**config.mk**
```make
export PLATFORM = sky130hd
export DESIGN_NAME = wbh_top
export DESIGN_NICKNAME = d
export VERILOG_FILES = /design/src/common/wbh_pkg.sv /design/src/rtl/wbh_top.sv /design/src/rtl/wbh_req_stage.sv /design/src/rtl/wbh_remote_port.sv /design/src/rtl/wbh_reg.sv
export VERILOG_INCLUDE_DIRS = /design/src /design/src/common
export SDC_FILE = /design/constraint.sdc
export NUM_CORES = 1
export LEC_CHECK = 0
export BUFFER_PORTS_ARGS = -buffer_cell sky130_fd_sc_hd__clkbuf_2
export CORE_UTILIZATION = 47
export CTS_CLUSTER_SIZE = 28
export DETAILED_ROUTE_END_ITERATION = 8
export PLACE_DENSITY = 0.87
export SLEW_MARGIN = 30
export SYNTH_ARGS = -nofsm -noshare
export SYNTH_HDL_FRONTEND = slang
export SYNTH_HIERARCHICAL = 1
export SYNTH_SLANG_ARGS = --single-unit
```
**constraint.sdc**
```tcl
create_clock -name wbm_clk_i -period 5.2 [get_ports wbm_clk_i]
set_input_delay 1.04 -clock wbm_clk_i [delete_from_list [all_inputs] [get_ports wbm_clk_i]]
set_output_delay 1.04 -clock wbm_clk_i [all_outputs]
set_load 0.005 [all_outputs]
```
**src/common/wbh_config.svh**
```systemverilog
// window bit, register indices, reset values and id word of the wishbone host bridge
`ifndef WBH_CONFIG_SVH
`define WBH_CONFIG_SVH

// ------------------------------
// address map
// ------------------------------
// bit 19 set   -> local register window
// bit 19 clear -> remote window, banked
`define WBH_WIN_BIT     19

// lowest bank bit that reaches the slave address
// slave address is {bank[15:3], adr[18:0]}
`define WBH_BANK_LSB    3

// ------------------------------
// register indices, adr[4:2]
// ------------------------------
`define WBH_REG_BANK    3'd0    // bank select
`define WBH_REG_SKEW1   3'd1    // clock skew control 1
`define WBH_REG_SKEW2   3'd2    // clock skew control 2
`define WBH_REG_ID      3'd3    // read only id

// ------------------------------
// reset values
// ------------------------------
`define WBH_BANK_RST    16'h1000
`define WBH_SKEW_RST    32'h0000_0000
`define WBH_ID_VAL      32'h5742_0001

`endif
```
**src/common/wbh_pkg.sv**
```systemverilog
// data, address, byte enable and bank types, request and response structs

package wbh_pkg;

    // ------------------------------
    // basic bus types
    // ------------------------------
    typedef logic [31:0] data_t;   // bus data word
    typedef logic [31:0] addr_t;   // byte address
    typedef logic [3:0]  sel_t;    // one enable per byte lane
    typedef logic [15:0] bank_t;   // bank select register

    // ------------------------------
    // request, master to target
    // ------------------------------
    // field order follows the flat master port
    // adr, we, dat, sel -> 69 bits
    typedef struct packed {
        addr_t adr;    // byte address
        logic  we;     // 1 write, 0 read
        data_t dat;    // write data
        sel_t  sel;    // byte enables
    } req_t;

    // ------------------------------
    // response, target to master
    // ------------------------------
    // dat, ack, err -> 34 bits
    // a target raises ack or err for a single cycle
    typedef struct packed {
        data_t dat;    // read data, valid with ack
        logic  ack;    // access done
        logic  err;    // access failed
    } rsp_t;

    // idle response, handy for targets that are not selected
    localparam rsp_t RSP_IDLE = '{
        dat: '0,
        ack: 1'b0,
        err: 1'b0
    };

endpackage

```
**src/rtl/wbh_top.sv**
```systemverilog
// wishbone host bridge top, master port, request stage, local regs, remote port
`timescale 1ns/1ns

module wbh_top (
    input  logic            wbm_clk_i,              // system clock
    input  logic            s_reset_n,              // sync reset, active low

    // master port
    input  logic            wbm_cyc_i,              // cycle
    input  logic            wbm_stb_i,              // strobe/request
    input  wbh_pkg::addr_t  wbm_adr_i,              // address
    input  logic            wbm_we_i,               // write
    input  wbh_pkg::data_t  wbm_dat_i,              // write data
    input  wbh_pkg::sel_t   wbm_sel_i,              // byte enable
    output wbh_pkg::data_t  wbm_dat_o,              // read data
    output logic            wbm_ack_o,              // acknowledge
    output logic            wbm_err_o,              // error

    // slave port
    output logic            wbs_cyc_o,
    output logic            wbs_stb_o,
    output wbh_pkg::addr_t  wbs_adr_o,              // banked address
    output logic            wbs_we_o,
    output wbh_pkg::data_t  wbs_dat_o,
    output wbh_pkg::sel_t   wbs_sel_o,
    input  wbh_pkg::data_t  wbs_dat_i,
    input  logic            wbs_ack_i,
    input  logic            wbs_err_i,

    // clock skew words
    output wbh_pkg::data_t  cfg_clk_skew_ctrl1_o,
    output wbh_pkg::data_t  cfg_clk_skew_ctrl2_o
);

    // ------------------------------
    // internal wires
    // ------------------------------
    logic           loc_stb;     // local window strobe
    logic           rem_stb;     // remote window strobe
    wbh_pkg::req_t  int_req;     // registered request, shared by both targets
    wbh_pkg::rsp_t  loc_rsp;
    wbh_pkg::rsp_t  rem_rsp;
    wbh_pkg::bank_t bank_sel;    // upper slave address bits

    // flat master port packed in struct field order
    wbh_req_stage u_req_stage (
        .wbm_clk_i  (wbm_clk_i),
        .s_reset_n  (s_reset_n),
        .wbm_cyc_i  (wbm_cyc_i),
        .wbm_stb_i  (wbm_stb_i),
        .wbm_req_i  ({wbm_adr_i, wbm_we_i, wbm_dat_i, wbm_sel_i}),
        .loc_rsp_i  (loc_rsp),
        .rem_rsp_i  (rem_rsp),
        .loc_stb_o  (loc_stb),
        .rem_stb_o  (rem_stb),
        .req_o      (int_req),
        .wbm_dat_o  (wbm_dat_o),
        .wbm_ack_o  (wbm_ack_o),
        .wbm_err_o  (wbm_err_o)
    );

    wbh_reg u_reg (
        .wbm_clk_i              (wbm_clk_i),
        .s_reset_n              (s_reset_n),
        .loc_stb_i              (loc_stb),
        .loc_req_i              (int_req),
        .loc_rsp_o              (loc_rsp),
        .bank_sel_o             (bank_sel),
        .cfg_clk_skew_ctrl1_o   (cfg_clk_skew_ctrl1_o),
        .cfg_clk_skew_ctrl2_o   (cfg_clk_skew_ctrl2_o)
    );

    wbh_remote_port u_remote (
        .wbm_clk_i  (wbm_clk_i),
        .s_reset_n  (s_reset_n),
        .rem_stb_i  (rem_stb),
        .rem_req_i  (int_req),
        .bank_sel_i (bank_sel),
        .wbs_dat_i  (wbs_dat_i),
        .wbs_ack_i  (wbs_ack_i),
        .wbs_err_i  (wbs_err_i),
        .rem_rsp_o  (rem_rsp),
        .wbs_cyc_o  (wbs_cyc_o),
        .wbs_stb_o  (wbs_stb_o),
        .wbs_adr_o  (wbs_adr_o),
        .wbs_we_o   (wbs_we_o),
        .wbs_dat_o  (wbs_dat_o),
        .wbs_sel_o  (wbs_sel_o)
    );

endmodule

```
**src/rtl/wbh_req_stage.sv**
```systemverilog
// request register, window decode, response mux and registered master response
`timescale 1ns/1ns
`include "wbh_config.svh"

module wbh_req_stage (
    input  logic            wbm_clk_i,
    input  logic            s_reset_n,
    input  logic            wbm_cyc_i,
    input  logic            wbm_stb_i,
    input  wbh_pkg::req_t   wbm_req_i,      // master request, flat port packed
    input  wbh_pkg::rsp_t   loc_rsp_i,      // from local regs
    input  wbh_pkg::rsp_t   rem_rsp_i,      // from remote port
    output logic            loc_stb_o,
    output logic            rem_stb_o,
    output wbh_pkg::req_t   req_o,          // registered request
    output wbh_pkg::data_t  wbm_dat_o,
    output logic            wbm_ack_o,
    output logic            wbm_err_o
);

    logic           qual_stb;   // stb qualified with cyc
    logic           stb_q;      // one cycle internal request
    logic           busy_q;     // access in flight
    logic           pending;    // blocks a repeat strobe
    logic           loc_win;    // local window hit
    wbh_pkg::req_t  req_q;
    wbh_pkg::rsp_t  sel_rsp;    // muxed target response

    assign qual_stb = wbm_cyc_i & wbm_stb_i;

    // no new request while one is issued, in flight, arriving or registered
    assign pending  = stb_q | busy_q | sel_rsp.ack | sel_rsp.err | wbm_ack_o | wbm_err_o;

    // ------------------------------
    // request register
    // ------------------------------
    always_ff @(posedge wbm_clk_i) begin
        if (!s_reset_n) begin
            stb_q  <= 1'b0;
            busy_q <= 1'b0;
        end else begin
            stb_q <= qual_stb & ~pending;
            if (stb_q) begin
                busy_q <= 1'b1;            // issued, wait for response
            end else if (wbm_ack_o | wbm_err_o) begin
                busy_q <= 1'b0;            // response has left the bridge
            end
        end
    end

    // payload captured with the strobe and held for the whole access
    always_ff @(posedge wbm_clk_i) begin
        if (qual_stb && !pending) begin
            req_q <= wbm_req_i;
        end
    end

    assign req_o = req_q;

    // ------------------------------
    // window decode
    // ------------------------------
    assign loc_win   = req_q.adr[`WBH_WIN_BIT];
    assign loc_stb_o = stb_q & loc_win;
    assign rem_stb_o = stb_q & ~loc_win;

    // select stays valid while busy, req_q is frozen
    assign sel_rsp = loc_win ? loc_rsp_i : rem_rsp_i;

    // ------------------------------
    // registered response
    // ------------------------------
    always_ff @(posedge wbm_clk_i) begin
        if (!s_reset_n) begin
            wbm_ack_o <= 1'b0;
            wbm_err_o <= 1'b0;
            wbm_dat_o <= '0;
        end else begin
            wbm_ack_o <= sel_rsp.ack;
            wbm_err_o <= sel_rsp.err;
            if (sel_rsp.ack) begin
                wbm_dat_o <= sel_rsp.dat;  // last read data stays on the bus
            end
        end
    end

endmodule

```
**src/rtl/wbh_remote_port.sv**
```systemverilog
// bank address translation and wishbone classic slave cycle
`timescale 1ns/1ns
`include "wbh_config.svh"

module wbh_remote_port (
    input  logic            wbm_clk_i,
    input  logic            s_reset_n,
    input  logic            rem_stb_i,      // one cycle request strobe
    input  wbh_pkg::req_t   rem_req_i,
    input  wbh_pkg::bank_t  bank_sel_i,
    input  wbh_pkg::data_t  wbs_dat_i,
    input  logic            wbs_ack_i,
    input  logic            wbs_err_i,
    output wbh_pkg::rsp_t   rem_rsp_o,
    output logic            wbs_cyc_o,
    output logic            wbs_stb_o,
    output wbh_pkg::addr_t  wbs_adr_o,
    output logic            wbs_we_o,
    output wbh_pkg::data_t  wbs_dat_o,
    output wbh_pkg::sel_t   wbs_sel_o
);

    wbh_pkg::addr_t bank_adr;   // translated slave address
    logic           done;       // slave ends the cycle

    // indirect map {bank[15:3], adr[18:0]}
    assign bank_adr = {bank_sel_i[15:`WBH_BANK_LSB], rem_req_i.adr[`WBH_WIN_BIT-1:0]};
    assign done     = wbs_cyc_o & (wbs_ack_i | wbs_err_i);

    // ------------------------------
    // slave cycle control
    // ------------------------------
    always_ff @(posedge wbm_clk_i) begin
        if (!s_reset_n) begin
            wbs_cyc_o <= 1'b0;
            wbs_stb_o <= 1'b0;
        end else if (rem_stb_i) begin
            wbs_cyc_o <= 1'b1;
            wbs_stb_o <= 1'b1;
        end else if (done) begin
            wbs_cyc_o <= 1'b0;      // held until ack or err
            wbs_stb_o <= 1'b0;
        end
    end

    // slave payload, loaded with the strobe
    always_ff @(posedge wbm_clk_i) begin
        if (rem_stb_i) begin
            wbs_adr_o <= bank_adr;
            wbs_we_o  <= rem_req_i.we;
            wbs_dat_o <= rem_req_i.dat;
            wbs_sel_o <= rem_req_i.sel;
        end
    end

    // response for the single cycle the slave ends the access
    assign rem_rsp_o.dat = wbs_dat_i;
    assign rem_rsp_o.ack = wbs_cyc_o & wbs_ack_i;
    assign rem_rsp_o.err = wbs_cyc_o & wbs_err_i & ~wbs_ack_i;

endmodule

```
**src/rtl/wbh_reg.sv**
```systemverilog
// local configuration registers, bank select and skew words, byte writes and readback
`timescale 1ns/1ns
`include "wbh_config.svh"

module wbh_reg (
    input  logic            wbm_clk_i,
    input  logic            s_reset_n,
    input  logic            loc_stb_i,              // one cycle access strobe
    input  wbh_pkg::req_t   loc_req_i,
    output wbh_pkg::rsp_t   loc_rsp_o,
    output wbh_pkg::bank_t  bank_sel_o,
    output wbh_pkg::data_t  cfg_clk_skew_ctrl1_o,
    output wbh_pkg::data_t  cfg_clk_skew_ctrl2_o
);

    logic [2:0]     reg_idx;    // word index
    logic           reg_wr;
    wbh_pkg::bank_t bank_q;
    wbh_pkg::data_t skew1_q;
    wbh_pkg::data_t skew2_q;
    wbh_pkg::data_t rdata;
    wbh_pkg::data_t bank_wide;  // bank select widened to a bus word
    wbh_pkg::data_t bank_next;  // bank word after the byte merge

    // byte lane merge under the enables
    function automatic wbh_pkg::data_t be_merge(
        input wbh_pkg::data_t old_val,
        input wbh_pkg::data_t new_val,
        input wbh_pkg::sel_t  be
    );
        wbh_pkg::data_t res;
        res = old_val;
        for (int i = 0; i < 4; i++) begin
            if (be[i]) res[i*8 +: 8] = new_val[i*8 +: 8];
        end
        return res;
    endfunction

    assign reg_idx   = loc_req_i.adr[4:2];
    assign reg_wr    = loc_stb_i & loc_req_i.we;
    assign bank_wide = {16'h0000, bank_q};
    assign bank_next = be_merge(bank_wide, loc_req_i.dat, loc_req_i.sel);

    // ------------------------------
    // register writes
    // ------------------------------
    always_ff @(posedge wbm_clk_i) begin
        if (!s_reset_n) begin
            bank_q  <= `WBH_BANK_RST;
            skew1_q <= `WBH_SKEW_RST;
            skew2_q <= `WBH_SKEW_RST;
        end else if (reg_wr) begin
            case (reg_idx)
                `WBH_REG_BANK:  bank_q  <= bank_next[15:0];   // upper lanes have no storage
                `WBH_REG_SKEW1: skew1_q <= be_merge(skew1_q, loc_req_i.dat, loc_req_i.sel);
                `WBH_REG_SKEW2: skew2_q <= be_merge(skew2_q, loc_req_i.dat, loc_req_i.sel);
                default: ;      // id and unmapped, writes dropped
            endcase
        end
    end

    // ------------------------------
    // readback
    // ------------------------------
    always_comb begin
        case (reg_idx)
            `WBH_REG_BANK:  rdata = bank_wide;
            `WBH_REG_SKEW1: rdata = skew1_q;
            `WBH_REG_SKEW2: rdata = skew2_q;
            `WBH_REG_ID:    rdata = `WBH_ID_VAL;
            default:        rdata = '0;     // unmapped reads zero
        endcase
    end

    // single cycle access, ack with the strobe
    assign loc_rsp_o.dat = rdata;
    assign loc_rsp_o.ack = loc_stb_i;
    assign loc_rsp_o.err = 1'b0;        // local window never fails

    assign bank_sel_o           = bank_q;
    assign cfg_clk_skew_ctrl1_o = skew1_q;
    assign cfg_clk_skew_ctrl2_o = skew2_q;

endmodule

```
==> summary.txt, run 1 <==
Clocking
  – Post-CTS Repair Setup Buffers: 0
  – Clock transition at the register clock pins on the worst setup and hold paths after CTS: 60 ps
  – Master cell of the clock root buffer: sky130_fd_sc_hd__clkbuf_16
  – Worst-Skew Late Latency: ~530 ps
  – H-tree levels: 1
  – CTS sink cnt: 243
  – Worst-case clock buffer depth: 3
  – CTS tree: done
  – PostCTS Resize Cnt: 0
  – Clock buffer count from CTS: 25
  – Hold-fix buffer count after cts: 0

Drt
  – Count of unresolved DRC violations after routing: 0
  – Wire length reported by the detailed router: 23100 µm
  – Pre-antenna DRT Iters: 5
  – Routed vias/inst: 5.185
  – Count of vias placed by the detailed router: roughly 6400
  – Number of nets still failing antenna checks after routing: 0
  – DR iter-0 viols: a little over 300
  – Routed wirelength normalized by instance count: roughly 19 µm

Power and ir drop
  – Relative contribution of the clock network to total power: 45.7%
  – Share of total power in sequential cells: 50.5%
  – Gate power share: 3.8%
  – Power density over the cells: 350.7 nW/µm²
  – Internal Dissipation: 3233 µW
  – Static leakage: 0.004711 µW
  – Peak supply drop: 0.2727 mV
  – Power spent charging and discharging nets: around 850 µW
  – Switching share of power: 20.80%

Logic synthesis
  – Mean area per synthesized cell: 12.98 µm²
  – Net count after synthesis: between 800 and 900
  – Post-synthesis instance total: 739
  – Synthesized cell area: approximately 9600 µm²
  – Total of warnings raised by yosys: 6

Floorplanning
  – Cell Rows: 51
  – Placeable Area: 19720 µm²
  – Starting Density: 48.66%
  – Die Area: about 21000 µm²
  – IO Pins: 276
  – Vertical extent of the die: 144.9 µm
  – Chip width: 144.9 µm

Global route
  – Overall routing resource usage: around 22%
  – Met3 track demand over resource in global routing: between 5 and 6%
  – Grt met1 use: 26.85%
  – Initial antenna violation count: 0
  – Met2 layer usage reported by global route: 35.17%
  – First-pass GRT wire length: around 34000 µm
  – Global route hottest layer: met2
  – Gr ovfl total: 0
  – Number of global-route vias before repair: 6361
  – Pin count of the biggest net entering global routing: just under 70

Setup path
  – R2r setup slk: 2370 ps
  – Maximum fanout encountered on the critical timing path: 67
  – Type of origin of the critical path: flop
  – Critical path required time: between 5000 and 6000 ps
  – Reg2reg start: u_req_stage/req_o[56]
  – Start-to-end type of the worst setup path: flop to flop
  – Arrival time at the worst endpoint: 2980 ps
  – Worst R2R End: u_req_stage/req_o[33]
  – Endpoint kind of the worst setup timing path: flop
  – Worst R2R Path Depth: 4
  – Worst setup path end: u_req_stage/req_o[33]
  – Launching element of the worst setup path: u_req_stage/req_o[56]

Final layout
  – Total non-filler cell area in the finished layout: 11640 µm²
  – Synth-to-layout area growth: 21.31%
  – Number of antenna diodes: 0
  – Share of post-route cells with drive strength above 1: 37.00%
  – Nets: 1061
  – Non-filler cells, final: 1238

Place
  – Worst slack after detailed placement: around 2000 ps
  – Buffers added on ports: 263
  – Final weighted congestion of routability-driven global placement: between 0.8 and 0.9
  – Post-DP Area: 10770 µm²
  – Cell count after placement: 1192
  – HPWL after DPL: 15650 µm

STA
  – Final min period: 2826 ps
  – Final hold viol count: 0
  – RSZ-0062 raised after global routing: false
  – Final-report setup violation count: 0
  – Max Clock Skew: a little under 8 ps
  – Count of final max-slew check failures: 0
  – Worst Max-Slew Pin Slew: 868.2 ps
  – Setup Total Neg Slack: 0 ps
  – Tcrit/Tclk final: between 50% and 60%
  – Final worst setup slack: about 2400 ps
  – Max frequency: about 350 MHz
  – Worst-case headroom to the max-slew limit: 42.12%

Status
  – Result of the run: finished, final reports clean

Min path
  – Type of the tightest min-delay check: flop to flop
  – Hold Path Origin: u_req_stage/req_o[54]

Run
  – Max-capacitance violation count: 0
## worst min path at each step
stage	end	slack, ps	depth (start not counted)
finish	u_remote/wbs_adr_o[17]	410	0
CTS	u_remote/wbs_adr_o[10]	420	0
floorplan	u_remote/wbs_adr_o[0]	400	0
global route	u_remote/wbs_adr_o[10]	420	0
detailed placement	u_remote/wbs_adr_o[10]	400	0
global placement	u_remote/wbs_adr_o[9]	400	0
## metal layers
layer	vias up	part of all wire, %
li1	3013	-
met1	3071	41
met2	266	47
met3	69	6.8
met4	0	5.2
met5	-	0
## layout make-up
class	instances	area, µm²
clock buffer	34	720.7
clock inverter	12	151.4
fill	1559	8078
inverter	3	12.51
multi-input combinational	408	2900
sequential	243	6126
tap	265	331.6
timing repair buffer	273	1398
## power by group through the flow
stage	clock network [µW]	registers, µW	logic [µW]
2_1_floorplan	0	2100	103
3_3_place_gp	0	2100	151
3_5_place_dp	0	2100	156
4_1_cts	1900	2060	157
5_1_grt	1970	2060	170
6_report	1860	2060	157
## cell usage in the layout, fill, tap and decap left out, types with 2 or more instances in the layout
cell type / instances
sky130_fd_sc_hd__clkbuf_16: 26
sky130_fd_sc_hd__clkinv_1: 2
sky130_fd_sc_hd__nor2b_2: 2
sky130_fd_sc_hd__nand4_1: 2
sky130_fd_sc_hd__nand2_1: 118
sky130_fd_sc_hd__a22oi_1: 9
sky130_fd_sc_hd__a211oi_1: 5
sky130_fd_sc_hd__bufinv_16: 3
sky130_fd_sc_hd__a2bb2oi_1: 15
sky130_fd_sc_hd__a211oi_2: 29
sky130_fd_sc_hd__mux2i_1: 127
sky130_fd_sc_hd__and3_1: 3
sky130_fd_sc_hd__o21ai_0: 7
sky130_fd_sc_hd__and3_4: 6
sky130_fd_sc_hd__clkbuf_8: 4
sky130_fd_sc_hd__nor2_1: 61
sky130_fd_sc_hd__edfxtp_1: 126
sky130_fd_sc_hd__dfxtp_1: 117
sky130_fd_sc_hd__clkbuf_2: 262
sky130_fd_sc_hd__buf_4: 10
sky130_fd_sc_hd__and2_1: 2
sky130_fd_sc_hd__clkbuf_1: 4
sky130_fd_sc_hd__clkinv_2: 6
sky130_fd_sc_hd__a21oi_1: 8
sky130_fd_sc_hd__inv_1: 2
## state kept, by name, summed over array words and instances (netlist names)
signal                      flops
u_reg/cfg_clk_skew_ctrl1_o     32
u_req_stage/stb_q               1
u_remote/wbs_dat_o             32
u_req_stage/wbm_err_o           1
u_req_stage/wbm_ack_o           1
u_req_stage/wbm_dat_o          32
u_remote/wbs_sel_o              4
u_remote/wbs_stb_o              1
u_remote/wbs_we_o               1
u_remote/wbs_adr_o             32
u_req_stage/req_o              57
u_reg/cfg_clk_skew_ctrl2_o     32
u_reg/bank_sel_o               16
u_req_stage/busy_q              1
## through the flow
stage          hold slack [ps]  total power, µW  util [%]
3_5_place_dp             404.5             2260     54.60
3_3_place_gp             400.4             2255     54.55
5_1_grt                  420.6             4203     59.03
4_1_cts                  418.3             4115     59.03
6_report                 413.9             4082     59.03
2_1_floorplan            400.3             2204         -
## worst max-delay path: stages, from the launching register on
cell	delay (ps)
sky130_fd_sc_hd__edfxtp_1	630
sky130_fd_sc_hd__and2_1	280
sky130_fd_sc_hd__mux2_4	560
sky130_fd_sc_hd__nor3b_4	260
sky130_fd_sc_hd__buf_4	610
Note: power is estimated with default switching activity, not from simulation.
==> run 2, diff against run 1 <==
Clock period 5.2 ns to 2.4 ns, I/O delays scaled along.
==> run 2 against run 1 <==
Effect of this change:
- first-iteration DRC count increased by 2.0%
- global-route usage down 0.49 points
- fmax grew 40%
- highest routed layer unchanged
- clock power is 110% higher
- utilization rose by 0.40 points
- setup slack worse by 2000 ps
- cell area is 0.68% higher
- critical endpoint is now u_reg/cfg_clk_skew_ctrl2_o[25]
- sequential power grew 120%
==> summary.txt, run 2 (synthesis gave the netlist of run 1 again) <==
STA
  – Max frequency: ~500 MHz
  – Worst-case headroom to the max-slew limit: a little under half
  – Count of final max-slew check failures: 0
  – Max Clock Skew: 27.78 ps
  – Final-report setup violation count: 0
  – Final hold viol count: 0
  – RSZ-0062 raised after global routing: false
  – Final min period: 2015 ps
  – Worst Max-Slew Pin Slew: approximately 810 ps
  – Tcrit/Tclk final: 83.97%
  – Final worst setup slack: 384.7 ps

Global route
  – Pin count of the biggest net entering global routing: 115
  – First-pass GRT wire length: 33620 µm
  – Number of global-route vias before repair: about 6300
  – Gr ovfl total: 0
  – Overall routing resource usage: 21.16%
  – Initial antenna violation count: 0

Place
  – Cell count after placement: roughly 1200
  – HPWL after DPL: 15440 µm
  – Buffers added on ports: 263
  – Worst slack after detailed placement: 383.2 ps
  – Final weighted congestion of routability-driven global placement: 0.8107
  – Post-DP Area: 10860 µm²

Power and ir drop
  – Power spent charging and discharging nets: approximately 1800 µW
  – Relative contribution of the clock network to total power: about 45%
  – Static leakage: ~0.0047 µW
  – Final Total Pwr: 8793 µW
  – Share of total power in sequential cells: approximately half
  – Switching share of power: 20.59%
  – Internal Dissipation: 6983 µW
  – Power density over the cells: 750.3 nW/µm²
  – Peak supply drop: roughly 0.74 mV
  – Gate power share: 3.9%

Setup path
  – Type of origin of the critical path: flop
  – Start-to-end type of the worst setup path: flop to flop
  – Endpoint kind of the worst setup timing path: flop
  – Critical-path cell list: nor2b_2 -> and3_1 -> mux2i_1
  – Arrival time at the worst endpoint: 2460 ps
  – Slowest stage cell on the critical path: sky130_fd_sc_hd__and3_1
  – Top cell family by delay on the critical path: simple AND/OR/NAND/NOR gates
  – Worst R2R Path Depth: 3
  – Critical path depth: 3
  – Buf/Inv on CP: 0
  – Maximum fanout encountered on the critical timing path: 12
  – Critical path required time: 2840 ps
  – Worst path max stage delay: 610 ps

Final layout
  – Most common cell after layout, fill and taps aside: sky130_fd_sc_hd__clkbuf_2
  – Share of post-route cells with drive strength above 1: 37.35%
  – Commonest cells after routing, fill and taps aside: sky130_fd_sc_hd__clkbuf_2, sky130_fd_sc_hd__mux2i_1, sky130_fd_sc_hd__edfxtp_1
  – Count of filler cells inserted in the layout: 1537
  – Non-filler cells, final: 1245
  – Synth-to-layout area growth: 22.13%
  – Number of antenna diodes: 0
  – Max FFs per register: 57
  – Total non-filler cell area in the finished layout: roughly 12000 µm²
  – Nets: 1068
  – Post-Route Utilization: 59.43%

Clocking
  – Clock transition at the register clock pins on the worst setup and hold paths after CTS: 60 ps
  – Worst-case clock buffer depth: 3
  – PostCTS Resize Cnt: 0
  – Master cell of the clock root buffer: sky130_fd_sc_hd__clkbuf_16
  – CTS sink cnt: 243
  – Clock buffer count from CTS: 25
  – Hold-fix buffer count after cts: 0
  – H-tree levels: 1
  – CTS tree: done
  – Post-CTS Repair Setup Buffers: 0
  – Worst-Skew Late Latency: approximately 540 ps

Drt
  – Routed length on met1: about 9600 µm
  – DR iter-0 viols: 311
  – Routed vias/inst: 5.067
  – Count of vias placed by the detailed router: approximately 6300
  – Pre-antenna DRT Iters: 5
  – Number of nets still failing antenna checks after routing: 0
  – Detailed-routed wire length on met2: 10680 µm
  – Highest routed layer: met4
  – Routed wirelength normalized by instance count: 18.13 µm
  – Count of unresolved DRC violations after routing: 0
  – Sum of met3 wire segment lengths after detailed routing: 1600 µm
  – Wire length reported by the detailed router: 22570 µm

Floorplanning
  – Chip width: 144.9 µm
  – Vertical extent of the die: 144.9 µm
  – Cell Rows: 51
  – Die Area: 20990 µm²
  – Starting Density: between 40% and 50%
  – IO Pins: between 200 and 300
  – Placeable Area: around 20000 µm²

Min path
  – Worst hold path depth: 1
  – Type of the tightest min-delay check: primary input to flop

Run
  – Max-capacitance violation count: 0

Status
  – Result of the run: finished, final reports clean
## run 2: cell types whose count changed in the layout (fill, tap and decap cells not counted), moves of 2 or more
cell                       previous run  this run
sky130_fd_sc_hd__clkbuf_1             4         8
sky130_fd_sc_hd__clkinv_1             2         0
sky130_fd_sc_hd__clkinv_2             6         3
sky130_fd_sc_hd__buf_12               0         3
sky130_fd_sc_hd__buf_4               10        15
## run 2: power groups by stage
stage | Sequential, µW | Clock [µW] | Combinational (µW)
2_1_floorplan | 4550 | 0 | 226
3_3_place_gp | 4550 | 0 | 341
3_5_place_dp | 4560 | 0 | 349
4_1_cts | 4470 | 4060 | 351
5_1_grt | 4470 | 4220 | 379
6_report | 4470 | 3980 | 347
## run 2: area by class of cell
cell class | instances | area, µm² | share of cell area (%)
timing repair buffer | 280 | 1484 | 12.66
sequential | 243 | 6126 | 52.27
multi-input combinational | 408 | 2903 | 24.77
clock inverter | 7 | 102.6 | 0.8755
clock buffer | 39 | 760.7 | 6.492
inverter | 3 | 11.26 | 0.09609
tap | 265 | 331.6 | 2.829
## run 2: path summary, 6_finish.rpt
kind / startpoint / endpoint / slack [ps]
max: u_req_stage/req_o[39] / u_reg/cfg_clk_skew_ctrl2_o[25] / 380
min: wbm_dat_i[8] / u_req_stage/req_o[12] / 120
max reg2reg: u_req_stage/req_o[39] / u_reg/cfg_clk_skew_ctrl2_o[25] / 380
min reg2reg: u_req_stage/req_o[52] / u_remote/wbs_adr_o[15] / 420
## run 2: metrics by stage
| step | hold WS (ps) | setup TNS (ps) |
|---|---|---|
| after CTS | 95.09 | 0 |
| after global placement | 400.5 | 0 |
| final | 116.3 | 0 |
| after global routing | 88.47 | 0 |
| after floorplan | 400.3 | -90680 |
| after detailed placement | 404.5 | 0 |
## run 2: worst reg2reg max path, stage by stage (launching register included)
cell and delay, ps:
sky130_fd_sc_hd__edfxtp_1 550, sky130_fd_sc_hd__nor2b_2 510, sky130_fd_sc_hd__and3_1 620, sky130_fd_sc_hd__mux2i_1 250
## run 2: metal layers
layer	global-route usage [%]	vias up
met5	0	-
met4	7.202	0
met3	5.232	51
met2	34.97	228
met1	27.08	2998
li1	-	3032
